[src/eightbit_consts.svh]
`ifndef EIGHTBIT_CONSTS_SVH
`define EIGHTBIT_CONSTS_SVH

// Data path and address width
`define EIGHTBIT_WORD_W 8

// One instruction is two bytes in memory
`define EIGHTBIT_INST_W 16

`define EIGHTBIT_NUM_REGS 16

// First instruction is fetched from here
`define EIGHTBIT_RESET_PC 8'h00

// Sequential instructions are two bytes apart
`define EIGHTBIT_PC_STEP 8'd2

`endif

[src/bus_pkg.sv]
`default_nettype none
`include "eightbit_consts.svh"

package bus_pkg;

    typedef logic [`EIGHTBIT_WORD_W-1:0] addr_t;

    // Encoded as {en, ready} of a pipeline stage
    typedef enum logic [1:0] {
        st_idle      = 2'b00,
        st_resetting = 2'b01,
        st_busy      = 2'b10,
        st_complete  = 2'b11
    } stage_state_t;

    typedef enum logic [1:0] {
        own_none,
        own_fetch,
        own_exec
    } bus_owner_t;

endpackage

`default_nettype wire

[src/isa_pkg.sv]
`default_nettype none
`include "eightbit_consts.svh"

package isa_pkg;

    typedef logic [`EIGHTBIT_WORD_W-1:0] word_t;

    typedef logic [`EIGHTBIT_INST_W-1:0] inst_t;

    typedef logic [$clog2(`EIGHTBIT_NUM_REGS)-1:0] reg_idx_t;

    // Values 8 to 15 are decoded but behave as no-ops
    typedef enum logic [3:0] {
        op_jmp  = 4'd0,
        op_lod  = 4'd1,
        op_str  = 4'd2,
        op_add  = 4'd3,
        op_addi = 4'd4,
        op_lodi = 4'd5,
        op_nand = 4'd6,
        op_jeqz = 4'd7
    } opcode_t;

endpackage

`default_nettype wire

[src/exec.sv]
`default_nettype none

module exec
    import isa_pkg::*, bus_pkg::*;
(
    input  wire          clk,
    input  wire          rst,
    input  wire          en,
    input  wire opcode_t op,
    input  wire word_t   reg0,
    input  wire word_t   reg1,
    input  wire word_t   imm,
    input  wire word_t   mem_data_in,
    input  wire          mem_ready,
    output word_t        val_out,
    output addr_t        mem_addr,
    output word_t        mem_data_out,
    output logic         mem_req,
    output logic         mem_we,
    output logic         ready
);

    typedef enum logic [1:0] {
        x_idle,
        x_mem,
        x_done
    } exec_fsm_t;

    exec_fsm_t state;
    logic      is_mem_op;
    logic      start;

    assign is_mem_op = (op == op_lod) || (op == op_str);
    assign start     = (state == x_idle) && en;

    assign mem_req = (state == x_mem);
    assign mem_we  = mem_req && (op == op_str);
    assign ready   = (state == x_done);

    always_ff @(posedge clk or posedge rst) begin
        if (rst) begin
            state <= x_idle;
        end else begin
            case (state)
                x_idle: if (en) state <= is_mem_op ? x_mem : x_done;
                x_mem: if (mem_ready) state <= x_done; // Bus latency varies
                x_done: if (!en) state <= x_idle;
                default: state <= x_idle;
            endcase
        end
    end

    always_ff @(posedge clk) begin
        if (start) begin
            // STR base register arrives on reg1, for LOD it arrives on reg0
            mem_addr     <= ((op == op_str) ? reg1 : reg0) + imm;
            mem_data_out <= reg0;
            case (op)
                op_add:  val_out <= reg0 + reg1;
                op_addi: val_out <= reg0 + imm;
                op_lodi: val_out <= imm;
                op_nand: val_out <= ~(reg0 & reg1);
                default: val_out <= val_out;
            endcase
        end
        if (state == x_mem && mem_ready && op == op_lod)
            val_out <= mem_data_in;
    end

endmodule

`default_nettype wire

[config.mk]
export PLATFORM = sky130hd
export DESIGN_NAME = exec
export DESIGN_NICKNAME = d
export VERILOG_FILES = /design/src/bus_pkg.sv /design/src/isa_pkg.sv /design/src/exec.sv
export VERILOG_INCLUDE_DIRS = /design/src
export SDC_FILE = /design/constraint.sdc
export NUM_CORES = 1
export LEC_CHECK = 0
export BUFFER_PORTS_ARGS = -buffer_cell sky130_fd_sc_hd__buf_2
export CORE_MARGIN = 8
export CORE_UTILIZATION = 50
export CTS_CLUSTER_DIAMETER = 60
export DETAILED_ROUTE_END_ITERATION = 7
export GPL_TIMING_DRIVEN = 0
export PLACE_DENSITY = 0.8
export SYNTH_ARGS = -nofsm -noshare
export SYNTH_HDL_FRONTEND = slang
export SYNTH_SLANG_ARGS = --single-unit
[constraint.sdc]
create_clock -name clk -period 3.5 [get_ports clk]
set_input_delay 0.525 -clock clk [delete_from_list [all_inputs] [get_ports clk]]
set_output_delay 0.525 -clock clk [all_outputs]
set_load 0.01 [all_outputs]
## Word-level counts from Yosys, hierarchy flattened

Index checks and enable logic that the tools add are counted.

- Register bits: 26
- Bits of input ports: 40
- Output and inout bits: 27
- Word-level logic and storage cells: 39

- Add/subtract/negate cells: 3
- Equal/unequal tests: 11
- Multiplexer cells: 9
- Bitwise operators: 2
- Reductions and logical operators: 10

Operators by type and width:

| cell | count |
|---|---|
| case mux 8 bit (4 select lines) | 1 |
| adder 8 bit | 3 |
| two-way mux 8 bit | 3 |
| == test 4 x 3 -> 1 bit, second input constant | 3 |
| AND 8 bit | 1 |
| == test 4 x 2 -> 1 bit, second input constant | 2 |
| two-way mux 2 bit | 4 |
| NOT 8 bit | 1 |
| != test 2 bit, second input constant | 3 |
| case mux 2 bit (3 select lines) | 1 |
| nonzero test 5 bit | 1 |
| == test 4 x 1 -> 1 bit, second input constant | 1 |
| logical AND 1 bit | 4 |
| AND reduction 3 bit | 1 |
| == test 2 x 1 -> 1 bit, second input constant | 1 |
| == test 2 bit, second input constant | 1 |
| logical NOT 2 bit | 1 |
| AND reduction 2 bit | 1 |
| nonzero test 2 bit | 1 |
| logical OR 1 bit | 1 |

## Longest topological paths before layout

Gate-level depths: netlist of the first run.

- Depth after elaboration: 5
- Gate-level depth with buffers: 13
- Gate-level depth less buffers: 12

## Worst setup path before layout of the first run

Ideal clock, no wire load.

- Path kind: input -> register
- Start point: input op[0]
- End point: register val_out[6], data pin
- Library setup time: 0.270 ns
- Data arrival time: 2.855 ns
- Required time: 3.230 ns
- Setup slack: 0.374 ns
- Cell stages on the path: 10
- Buffers on the path: 0
- Cells stage by stage: nor4b_4 > mux2_2 > ha_1 > fa_1 > a211oi_1 > o21bai_1 > a21oi_1 > xnor2_1 > a222oi_1 > a21oi_1

- Cells in the longest elaborated chain, start to end: 4
- Elaborated cells on any way between the ends: 9
- Those cells by class: 5 x eq/ne; 3 x mux; 1 x reduce/logical

RTL lines:

| element | line | text |
|---|---|---|
| start: declaration | exec.sv:9 | `input wire opcode_t op,` |
| == test 4 x 3 -> 1 bit / == test 4 x 2 -> 1 bit (equally long branches) | exec.sv:58 | `case (op)` |
| case mux 8 bit (4 select lines) | exec.sv:58 |  |
| two-way mux 8 bit | exec.sv:54 | `if (start) begin` |
| two-way mux 8 bit (*) | exec.sv:66 | `if (state == x_mem && mem_ready && op == op_lod)` |
| end signal: assignment | exec.sv:59 | `op_add: val_out <= reg0 + reg1;` |
| end signal: assignment | exec.sv:60 | `op_addi: val_out <= reg0 + imm;` |
| end signal: assignment | exec.sv:67 | `val_out <= mem_data_in;` |
| end: declaration | exec.sv:15 | `output word_t val_out,` |

Mark *: on every way between the ends. The rest lies on a longest branch, timed or not. The select of a mux whose other input is x is not followed.
A chain may end at the register's enable or synchronous reset.

## Worst setup path in the final report of the first run

- Start point: input op[3]
- End point: register val_out[6], data pin

Same word-level chain as after synthesis.

==> impl_results.rst, run 1 <==
.. list-table::
   :header-rows: 1

   * - Metric
     - Value
   * - Outcome
     - finished, final reports clean
   * - Via count of the first global-routing pass
     - 1642
   * - Share of power burned in registers
     - 47.5%
   * - Endpoint required time on the critical path
     - 3510 ps
   * - DIE AREA
     - 0.00598 mm2
   * - Die outline height
     - 77.3 um
   * - P&R area growth vs syn
     - 24.8%
   * - Fraction of the yosys area taken by sequential cells
     - 41.0%
   * - Most used flip-flop cell after synthesis
     - edfxtp_1
   * - P per Cell Area
     - 339 mW/mm2
   * - First-iteration detailed-routing DRC count
     - 192
   * - Min-delay worst type
     - input port to async pin
   * - Clock transition at path regs
     - 90 ps
   * - Utilization after layout
     - 64.6%
   * - Post-synthesis instance area
     - 0.00188 mm2
   * - Synthesis-stage register bit count
     - 26
   * - Category of the worst setup path capture point
     - flop
   * - Power consumption
     - 794 uW
   * - Int Power
     - 568 uW
   * - Reg2Reg Launch Point
     - state[0]$_DFFE_PP0P_
   * - End of the worst register-to-register path
     - val_out[6]$_DFFE_PP_
   * - Most common library cell in the layout ignoring fill and taps
     - buf_2
   * - Fraction of final layout cells sized beyond drive strength 1
     - 37.0%
   * - Final net count
     - 304
   * - Cell count of the worst reg-to-reg path
     - 6
   * - Yosys warnings
     - 0
   * - Largest net degree at the start of global routing
     - 15
   * - Cell taking the most area after synthesis
     - edfxtp_1
   * - Startpoint types
     - input port
   * - Net count after synthesis
     - 230
   * - Arrival time of the worst setup path
     - 3230 ps
   * - Area fraction of the dominant cell type after synthesis
     - 38.3%
   * - Distinct cells, synth
     - 32
   * - I/O pin total
     - 67
   * - Clock tree skew after final layout
     - 4.43 ps
   * - Post-CTS Hold Fix Bufs
     - 0
   * - Switching power of the nets
     - 227 uW
   * - Post-route antenna net violation count
     - 0
   * - First-pass GRT wire length
     - 7.67 mm
   * - Post-synth EDFFs
     - 24
   * - Combinational share of power
     - 30.7%
   * - Slew Limit Fails
     - 0
   * - Maximum net fanout on the critical path
     - 5
   * - RSZ-0062 raised after global routing
     - false
   * - Count of clock tree sinks
     - 26
   * - Post-CTS Repair Setup Buffers
     - 0
   * - Top cells by area in the synthesized netlist
     - edfxtp_1 38%, ha_1 10%, mux2_2 9.0%
   * - Average routed wire per standard cell
     - 16.1 um
   * - CTS Buf Count
     - 3
   * - Root Driver
     - clkbuf_8
   * - Final setup violating endpoints
     - 0
   * - Initial antenna violation count
     - 0
   * - Origin of the worst setup path
     - op[3]
   * - WHS
     - 83.0 ps
   * - Number of optimization iterations in the first detailed-route pass
     - 4
   * - Clock tree from TritonCTS
     - built
   * - Final period utilization
     - 92.0%
   * - Resized Gates After CTS
     - 0
   * - Post-Syn Area per Cell
     - 10.9 um2
   * - Maximum clock frequency
     - 0.310 GHz
   * - Post-Route Setup TNS
     - 0 ps
   * - Leakage Power
     - 1.02 nW
   * - VDD IR-drop max
     - 0.144 mV
   * - Vias per cell
     - 5.70
   * - FP Rows
     - 22
   * - Internal reg-to-reg setup slack
     - 860 ps
   * - Final routed wirelength across all metal layers
     - 4.74 mm
   * - Post-detail-place hpwl
     - 3.76 mm
   * - Clock latency reported for the late side of the worst-skew pair
     - 270 ps
   * - Clock network fraction of design power
     - 21.8%
   * - Buffers on Ports
     - 66
   * - Non-filler cells in the finished layout
     - 294
   * - Least-Margin Pin Slew
     - 832 ps
   * - Cell count after placement
     - 288
   * - Crit Path Class
     - input port to flop
   * - Effective utilization at floorplan
     - 51.7%
   * - Maximum capacitance violations
     - 0
   * - Vias after detailed routing
     - 1676
   * - Number of remaining DRC errors
     - 0
   * - Final Hold Fails
     - 0
   * - Final critical path time including I/O delays and setup
     - 3220 ps
   * - RePlAce Congestion
     - 0.855
   * - Core region area
     - 0.00363 mm2
   * - Leading cell types in the layout, fill and taps excluded
     - 67 x buf_2, 24 x edfxtp_1, 18 x nor2_1
   * - Fraction of registers with async set/reset
     - 7.69%
   * - Width of the die
     - 77.3 um
   * - Worst rel slew slack
     - 44.6%
   * - Antenna diodes
     - 0
   * - Number of buffers between clock root and the deepest sink
     - 2
   * - Total congestion overflow
     - 0
   * - Fillers
     - 299
   * - Number of levels the H-tree was split into
     - 1
   * - Gr usage total
     - 15.6%
   * - Number of instances in the synthesized netlist
     - 173
   * - Switching fraction of total power
     - 28.5%
## layout make-up
cell class	count	area, um2	share of cell area (%)
Clock buffer	3	41.3	1.76
Clock inverter	1	3.75	0.160
Timing Repair Buffer	69	357	15.2
Multi-Input combinational cell	140	1090	46.3
Inverter	5	18.8	0.800
Tap cell	48	60.1	2.56
Buffer	2	8.76	0.373
Sequential cell	26	771	32.9
## state kept, by name, summed over array words and instances, names as in the netlist
signal and count:
mem_addr 8, mem_data_out 8, val_out 8, state 2
## layer usage
metal,wire (um),track usage (%),share of wire (%)
met1,1940,18.8,41
met2,2210,24.6,47
met3,425,3.15,9.0
met4,157,10.4,3.3
met5,0,0,0
## cells by family after synthesis
group	synth area share, %
compound gates	15.4
xor+xnor	6.92
fa+ha+maj	12.1
buf+inv	1.46
flops	41.0
mux	10.1
simple gates	13.0
## worst max-delay path by stage
stage	slack, ps	depth (start not counted)	end
after global routing	220	11	val_out[6]$_DFFE_PP_
final	280	11	val_out[6]$_DFFE_PP_
after CTS	60	11	val_out[6]$_DFFE_PP_
after global placement	-470	6	val_out[6]$_DFFE_PP_
after floorplan	370	10	val_out[6]$_DFFE_PP_
after detailed placement	-220	11	val_out[6]$_DFFE_PP_
## power by group through the flow
stage               Clock, mW  Combinational, mW  Sequential (mW)
detailed placement          0              0.241            0.384
global route            0.188              0.272            0.378
finish                  0.173              0.244            0.377
floorplan                   0              0.148            0.394
CTS                     0.176              0.242            0.377
global placement            0              0.234            0.384
## per-stage QoR
stage	area (um2)	worst slack (ps)
floorplan	1880	374
global placement	2270	-473
detailed placement	2290	-221
CTS	2330	55.6
global route	2350	222
finish	2350	279
## synth_stat cells, types with 2 or more instances
master     n
xor2_1     2
o21ai_0    7
edfxtp_1  24
nor2_1    18
a21oi_1   15
a21o_1     5
mux2_2    15
ha_1      15
dfrtp_1    2
nand2_1   11
nand3_1    3
a211oi_1   3
mux2i_1    2
nor3_1     5
nand2b_1   3
fa_1       2
nor2b_1    4
inv_1      5
xnor2_1   11
o21bai_1   2
a222oi_1   8
## worst max-delay path, stage by stage
cell,delay [ps]
buf_2,140
nor4b_4,370
mux2_2,380
ha_1,220
fa_1,430
a211oi_1,230
o21bai_1,120
a21oi_1,190
xnor2_1,90
a222oi_1,400
a21oi_1,130
Power figures use the tool's default switching activity.
==> run 2: changes to the inputs <==
- CORE_UTILIZATION: 50 -> 56
- CTS_BUF_LIST: default -> sky130_fd_sc_hd__clkbuf_2 sky130_fd_sc_hd__clkbuf_4 sky130_fd_sc_hd__clkbuf_8
- PLACE_DENSITY: 0.8 -> 0.89
- clock period: 3.5 -> 4.1 ns (I/O delays scaled with it)
==> run 2 against run 1 <==
  * Clock skew increased by 3.0 ps
  * Highest routed layer unchanged
  * Combinational power down 16%
  * Routed wire length decreased by 7.2%
==> impl_results.rst, run 2 (synthesis results as in run 1) <==
.. list-table::
   :header-rows: 1

   * - Metric
     - Value
   * - Clock latency reported for the late side of the worst-skew pair
     - 330 ps (+60 ps)
   * - Die outline height
     - 73.9 um (-4.4%)
   * - Vias after detailed routing
     - 1610 (-3.9%)
   * - Int Power
     - 452 uW (-20%)
   * - Maximum clock frequency
     - 0.295 GHz
   * - Root Driver
     - clkbuf_4
   * - Post-Place Setup Slack
     - 368 ps (+588 ps)
   * - Final setup violating endpoints
     - 0 (unchanged)
   * - RSZ-0062 raised after global routing
     - false
   * - Leakage Power
     - 1.01 nW (-1.8%)
   * - Endpoint required time on the critical path
     - 4190 ps (+680 ps)
   * - Total congestion overflow
     - 0 (unchanged)
   * - Worst rel slew slack
     - 50.6% (+6.0 points)
   * - Post-Route Setup TNS
     - 0 ps (unchanged)
   * - Switching power of the nets
     - 191 uW (-16%)
   * - Clock tree skew after final layout
     - 7.48 ps (+3.05 ps)
   * - Post-route antenna net violation count
     - 0 (unchanged)
   * - Final routed wirelength across all metal layers
     - 4.40 mm (-7.2%)
   * - P&R area growth vs syn
     - 22.9%
   * - P per Cell Area
     - 279 mW/mm2 (-18%)
   * - Final net count
     - 302 (-0.66%)
   * - Post-detail-place hpwl
     - 3.63 mm (-3.7%)
   * - Clock tree from TritonCTS
     - built
   * - Outcome
     - finished, final reports clean
   * - Crit Path Class
     - input port to flop
   * - Arrival time of the worst setup path
     - 3480 ps (+250 ps)
   * - Width of the die
     - 73.9 um (-4.4%)
   * - Gr usage total
     - 16.6% (+0.98 points)
   * - Number of optimization iterations in the first detailed-route pass
     - 4 (unchanged)
   * - Cell count of the worst reg-to-reg path
     - 5 (-1)
   * - CTS Buf Count
     - 3 (unchanged)
   * - Core region area
     - 0.00328 mm2 (-9.6%)
   * - Cell-by-cell trace of the critical path
     - buf_2 > nor4b_4 > mux2_2 > ha_1 > fa_1 > a211oi_1 > o21bai_1 > a21oi_1 > xnor2_1 > a222oi_1 > a21oi_1
   * - Buffers on Ports
     - 66 (unchanged)
   * - Clock transition at path regs
     - 140 ps (+50 ps)
   * - Highest cell delay on the worst timing path
     - 590 ps (+160 ps)
   * - Switching fraction of total power
     - 29.7% (+1.2 points)
   * - FP Rows
     - 21 (-4.5%)
   * - Clock network fraction of design power
     - 18.1% (-3.7 points)
   * - Startpoint types
     - input port
   * - Largest net degree at the start of global routing
     - 15 (unchanged)
   * - Vias per cell
     - 5.55 (-2.6%)
   * - Effective utilization at floorplan
     - 57.2% (+5.5 points)
   * - Combinational share of power
     - 32.0% (+1.3 points)
   * - Reg2Reg Launch Point
     - state[0]$_DFFE_PP0P_
   * - Most common library cell in the layout ignoring fill and taps
     - buf_2
   * - Final critical path time including I/O delays and setup
     - 3390 ps
   * - First-iteration detailed-routing DRC count
     - 119 (-38%)
   * - Largest registers
     - mem_addr: 8 flops, mem_data_out: 8 flops, val_out: 8 flops
   * - Internal reg-to-reg setup slack
     - 1960 ps (+1100 ps)
   * - Least-Margin Pin Slew
     - 741 ps (-90.7 ps)
   * - I/O pin total
     - 67 (unchanged)
   * - Count of buffering cells on the critical path with inverters included
     - 1 (unchanged)
   * - Final period utilization
     - 82.7%
   * - Count of clock tree sinks
     - 26 (unchanged)
   * - Average routed wire per standard cell
     - 15.2 um (-5.9%)
   * - Number of remaining DRC errors
     - 0 (unchanged)
   * - Min-delay worst type
     - input port to async pin
   * - Cell family with the largest share of critical-path delay
     - compound AO/OA/AOI/OAI gates
   * - Number of cells on the critical path
     - 11 (unchanged)
   * - Final Hold Fails
     - 0 (unchanged)
   * - DIE AREA
     - 0.00547 mm2 (-8.5%)
   * - RePlAce Congestion
     - 0.890 (+4.0%)
   * - Slew Limit Fails
     - 0 (unchanged)
   * - Number of levels the H-tree was split into
     - 1 (unchanged)
   * - Share of power burned in registers
     - 49.8% (+2.3 points)
   * - Number of buffers between clock root and the deepest sink
     - 2 (unchanged)
   * - First-pass GRT wire length
     - 7.13 mm (-7.1%)
   * - Resized Gates After CTS
     - 0 (unchanged)
   * - Fraction of final layout cells sized beyond drive strength 1
     - 36.5% (-0.52 points)
   * - Initial antenna violation count
     - 0 (unchanged)
   * - Antenna diodes
     - 0 (unchanged)
   * - WHS
     - 100 ps (+17.3 ps)
   * - Post-CTS Hold Fix Bufs
     - 0 (unchanged)
   * - Category of the worst setup path capture point
     - flop
   * - VDD IR-drop max
     - 0.135 mV (-6.2%)
   * - Cell type with the highest occurrence count on the critical path
     - a21oi_1
   * - Maximum net fanout on the critical path
     - 8 (+3)
   * - Leading cell types in the layout, fill and taps excluded
     - 67 x buf_2, 24 x edfxtp_1, 18 x nor2_1
   * - Post-CTS Repair Setup Buffers
     - 0 (unchanged)
   * - Via count of the first global-routing pass
     - 1635 (-0.43%)
   * - End of the worst register-to-register path
     - val_out[6]$_DFFE_PP_
   * - Maximum capacitance violations
     - 0 (unchanged)
   * - Library cell contributing the largest single delay on the critical path
     - nor4b_4
   * - Final setup margin
     - 709 ps (+430 ps)
run 2: worst max path at each step:
stage	start	end
6_report	op[0]	val_out[6]$_DFFE_PP_
3_5_place_dp	op[0]	val_out[6]$_DFFE_PP_
5_1_grt	op[0]	val_out[6]$_DFFE_PP_
4_1_cts	op[0]	val_out[6]$_DFFE_PP_
3_3_place_gp	en	val_out[0]$_DFFE_PP_
2_1_floorplan	op[0]	val_out[6]$_DFFE_PP_
run 2: power by group through the flow:
stage | registers [mW] | clock network (mW) | logic, mW
final | 0.321 | 0.117 | 0.206
after global routing | 0.323 | 0.126 | 0.229
after CTS | 0.321 | 0.118 | 0.206
after detailed placement | 0.327 | 0 | 0.205
after global placement | 0.327 | 0 | 0.197
after floorplan | 0.336 | 0 | 0.126
run 2: metal layers:
layer | wire length [um] | GRT usage, % | up-vias
met4 | 79 | 7.76 | 0
met5 | 0 | 0 | -
met1 | 1830 | 18.2 | 751
met3 | 357 | 4.45 | 6
met2 | 2130 | 28.9 | 51
li1 | - | - | 802
run 2: metrics by stage:
step | utilization (%) | cell area [um2] | power (mW) | instances
floorplan | - | 1880 | 0.463 | 173
global placement | 69.0 | 2270 | 0.524 | 285
detailed placement | 69.5 | 2280 | 0.532 | 286
CTS | 70.3 | 2310 | 0.645 | 290
global route | 70.3 | 2310 | 0.678 | 290
finish | 70.3 | 2310 | 0.644 | 290
run 2: worst register-to-register path, stage by stage (launching register included):
cell and delay (ps):
dfrtp_1 450, nor3b_2 480, nand2_1 90, o21ai_0 80
nand3b_1 90, a21oi_1 610
run 2: cell type report:
cell class	instances	area, um2
inverter	5	18.8
multi-input combinational	140	1090
buffer	2	8.76
sequential	26	771
clock buffer	3	22.5
tap	46	57.6
clock inverter	1	3.75
timing repair buffer	67	342
fill	239	975
==> run 3: changes to the inputs <==
- ABC_AREA: default -> 1
- CORE_UTILIZATION: 56 -> 53
- PLACE_DENSITY: 0.89 -> 0.83
- clock period: 4.1 -> 3.3 ns (I/O delays scaled with it)
==> run 3 against run 2 <==
  * Final area grew 7.9%
  * Die area grew 12%
  * Critical path type unchanged
  * Critical path depth up 2
  * Area after synthesis rose by 9.2%
  * Clock skew rose by 7.3 ps
  * Via count up 25%
  * Global-route usage increased by 0.98 points
  * Non-clock buffer count did not move
  * First-iteration DRC count grew 10%
  * Core utilization down 2.8 points
  * Flip-flop and latch count stayed put
==> impl_results.rst, run 3 <==
.. list-table::
   :header-rows: 1

   * - Metric
     - Value
   * - Outcome
     - finished, final reports clean
   * - RePlAce Congestion
     - 0.900 (+1.1%)
   * - Top cells by area in the synthesized netlist
     - edfxtp_1 35%, nand2_1 12%, ha_1 9.1%
   * - Total congestion overflow
     - 0 (unchanged)
   * - Yosys warnings
     - 0 (unchanged)
   * - Effective utilization at floorplan
     - 55.6% (-1.6 points)
   * - Resized Gates After CTS
     - 0 (unchanged)
   * - Net count after synthesis
     - 318 (+38%)
   * - Switching power of the nets
     - 292 uW (+53%)
   * - Endpoint required time on the critical path
     - 3320 ps (-870 ps)
   * - Vias after detailed routing
     - 2013 (+25%)
   * - Busiest layer in global routing
     - met2
   * - Worst rel slew slack
     - 54.6% (+4.0 points)
   * - Clock tree from TritonCTS
     - built
   * - Category of the worst setup path capture point
     - flop
   * - Startpoint types
     - input port
   * - Final Hold Fails
     - 0 (unchanged)
   * - Reg2Reg Launch Point
     - state[1]$_DFFE_PP0P_
   * - Commonest cells in the synthesized netlist
     - 65 x nand2_1, 39 x inv_1, 24 x edfxtp_1
   * - Post-Syn Area per Cell
     - 7.86 um2 (-28%)
   * - Crit Path Class
     - input port to flop
   * - Cell taking the most area after synthesis
     - edfxtp_1
   * - Largest net degree at the start of global routing
     - 18 (+3)
   * - Via count of the first global-routing pass
     - 2109 (+29%)
   * - Clock latency reported for the late side of the worst-skew pair
     - 280 ps (-50 ps)
   * - FP Rows
     - 22 (+4.8%)
   * - P per Cell Area
     - 367 mW/mm2 (+32%)
   * - Maximum capacitance violations
     - 0 (unchanged)
   * - Share of power burned in registers
     - 46.2% (-3.6 points)
   * - Gr usage total
     - 17.5% (+0.98 points)
   * - Clock network fraction of design power
     - 21.9% (+3.8 points)
   * - Fraction of registers with async set/reset
     - 7.69% (unchanged)
   * - Post-Route Setup TNS
     - 0 ps (unchanged)
   * - Post-synthesis instance area
     - 0.00205 mm2 (+9.2%)
   * - Final setup violating endpoints
     - 0 (unchanged)
   * - Slew Limit Fails
     - 0 (unchanged)
   * - Int Power
     - 623 uW (+38%)
   * - Largest registers
     - mem_addr: 8 flops, mem_data_out: 8 flops, val_out: 8 flops
   * - Fraction of the yosys area taken by sequential cells
     - 37.6% (-3.5 points)
   * - M1 GR Usage
     - 18.6% (+0.44 points)
   * - CTS Buf Count
     - 3 (unchanged)
   * - Internal reg-to-reg setup slack
     - 1440 ps (-520 ps)
   * - Clock transition at path regs
     - 80 ps (-60 ps)
   * - Leading cell types in the layout, fill and taps excluded
     - 66 x buf_2, 65 x nand2_1, 39 x inv_1, 24 x edfxtp_1, 22 x o21ai_0
   * - Number of instances in the synthesized netlist
     - 261 (+51%)
   * - Area fraction of the dominant cell type after synthesis
     - 35.1% (-3.2 points)
   * - Fraction of final layout cells sized beyond drive strength 1
     - 26.3% (-10 points)
   * - Initial antenna violation count
     - 0 (unchanged)
   * - Fillers
     - 349 (+46%)
   * - Distinct cells, synth
     - 30 (-6.3%)
   * - RSZ-0062 raised after global routing
     - false
   * - Cell family with the largest share of critical-path delay
     - adder cells
   * - Die outline height
     - 78.2 um (+5.8%)
   * - Post-detail-place hpwl
     - 4.36 mm (+20%)
   * - P&R area growth vs syn
     - 21.4%
   * - Combinational share of power
     - 31.9% (about the same)
   * - Post-route antenna net violation count
     - 0 (unchanged)
   * - M3 GR Usage
     - 4.10% (-0.35 points)
   * - Synthesis-stage register bit count
     - 26 (unchanged)
   * - VDD IR-drop max
     - 0.251 mV (+85%)
   * - Leakage Power
     - 1.28 nW (+27%)
   * - Clock tree skew after final layout
     - 14.7 ps (+7.27 ps)
   * - Average routed wire per standard cell
     - 14.0 um (-7.6%)
   * - Highest cell delay on the worst timing path
     - 390 ps (-200 ps)
   * - Instance area after placement
     - 0.00244 mm2 (+7.0%)
   * - Number of optimization iterations in the first detailed-route pass
     - 4 (unchanged)
   * - Number of buffers between clock root and the deepest sink
     - 2 (unchanged)
   * - First-pass GRT wire length
     - 8.98 mm (+26%)
   * - Root Driver
     - clkbuf_8
   * - Count of buffering cells on the critical path with inverters included
     - 3 (+2)
   * - Arrival time of the worst setup path
     - 2810 ps (-670 ps)
   * - Leading cell type by number of instances after synthesis
     - nand2_1
   * - Final net count
     - 389 (+29%)
   * - Fin area
     - 0.00249 mm2 (+7.9%)
   * - Core region area
     - 0.00369 mm2 (+12%)
   * - Count of clock tree sinks
     - 26 (unchanged)
   * - I/O pin total
     - 67 (unchanged)
   * - Cell-by-cell trace of the critical path
     - buf_2 > nor2_4 > nand3_2 > clkbuf_1 > o21ai_0 > ha_1 > inv_1 > fa_1 > o21ai_0 > nand2_1 > nand2_1 > a21oi_1 > xnor2_1
   * - DIE AREA
     - 0.00612 mm2 (+12%)
   * - Min-delay worst type
     - input port to async pin
   * - Number of remaining DRC errors
     - 0 (unchanged)
   * - Cell count of the worst reg-to-reg path
     - 5 (unchanged)
   * - Maximum clock frequency
     - 0.359 GHz
   * - Width of the die
     - 78.2 um (+5.8%)
   * - Vias per cell
     - 5.31 (-4.3%)
   * - Final period utilization
     - 84.3%
   * - Maximum net fanout on the critical path
     - 10 (+2)
   * - Number of levels the H-tree was split into
     - 1 (unchanged)
   * - Least-Margin Pin Slew
     - 680 ps (-61.2 ps)
   * - Library cell contributing the largest single delay on the critical path
     - fa_1
   * - Post-CTS Hold Fix Bufs
     - 0 (unchanged)
   * - First-iteration detailed-routing DRC count
     - 131 (+10%)
   * - Met2 Use GR
     - 32.6% (+3.7 points)
   * - Most used flip-flop cell after synthesis
     - edfxtp_1
   * - Final critical path time including I/O delays and setup
     - 2780 ps
   * - Antenna diodes
     - 0 (unchanged)
   * - Final routed wirelength across all metal layers
     - 5.31 mm (+21%)
   * - End of the worst register-to-register path
     - val_out[0]$_DFFE_PP_
   * - Most common library cell in the layout ignoring fill and taps
     - buf_2
   * - Switching fraction of total power
     - 31.9% (+2.2 points)
   * - Post-CTS Repair Setup Buffers
     - 0 (unchanged)
   * - Post-synth EDFFs
     - 24 (unchanged)
   * - Buffers on Ports
     - 66 (unchanged)
-- run 3: changes by cell type in the layout (fill, tap and decap cells not counted), moves of 6 or more --
cell / before / now
xnor2_1: 11 / 3
a21oi_1: 15 / 21
inv_1: 5 / 39
a222oi_1: 8 / 0
o21ai_0: 7 / 22
mux2_2: 15 / 0
nand3_1: 3 / 16
nand2_1: 11 / 65
-- run 3: cells by family after synthesis --
kind of cell / count (synthesis) / synth area share, %
AOI/OAI and AO/OA: 51 / 13.4
xor gates and xnor gates: 7 / 2.99
adders and majority gates: 17 / 11.1
buffers and inverters: 44 / 8.41
DFF: 26 / 37.6
and+or+nand+nor: 116 / 26.6
-- run 3: final cells by class --
class / count / area (um2) / area share, %
Clock buffer: 4 / 48.8 / 1.96
Tap cell: 48 / 60.1 / 2.41
Multi-Input combinational cell: 191 / 1110 / 44.5
Inverter: 41 / 154 / 6.18
Timing Repair Buffer: 66 / 330 / 13.3
Sequential cell: 26 / 771 / 30.9
Buffer: 3 / 18.8 / 0.753
-- run 3: worst max path at each step --
stage,cells past startpoint,slack [ps],start,end
floorplan,12,750,op[3],mem_addr[6]$_DFFE_PP_
global placement,13,320,op[3],mem_addr[6]$_DFFE_PP_
detailed placement,13,230,op[3],mem_addr[6]$_DFFE_PP_
CTS,13,500,op[3],mem_addr[6]$_DFFE_PP_
global route,13,350,op[3],mem_addr[6]$_DFFE_PP_
finish,13,520,op[3],mem_addr[6]$_DFFE_PP_
-- run 3: per-stage QoR --
step	setup slack [ps]	utilization [%]	cells	power [mW]	hold WS (ps)
after floorplan	754	-	261	0.618	236
after global placement	315	66.2	375	0.713	342
after detailed placement	234	66.2	375	0.722	351
after CTS	496	67.5	379	0.914	66.0
after global routing	351	67.5	379	0.968	66.2
final	518	67.5	379	0.915	62.0
-- run 3: layer usage --
metal / routed length (um) / up-vias
li1: - / 1006
met1: 2130 / 910
met2: 2560 / 88
met3: 524 / 9
met4: 94 / 0
met5: 0 / -
-- run 3: power groups by stage --
stage	combinational (mW)	sequential, mW	clock (mW)
2_1_floorplan	0.170	0.448	0
4_1_cts	0.293	0.424	0.197
3_5_place_dp	0.291	0.431	0
3_3_place_gp	0.284	0.429	0
6_report	0.292	0.423	0.200
5_1_grt	0.331	0.426	0.211
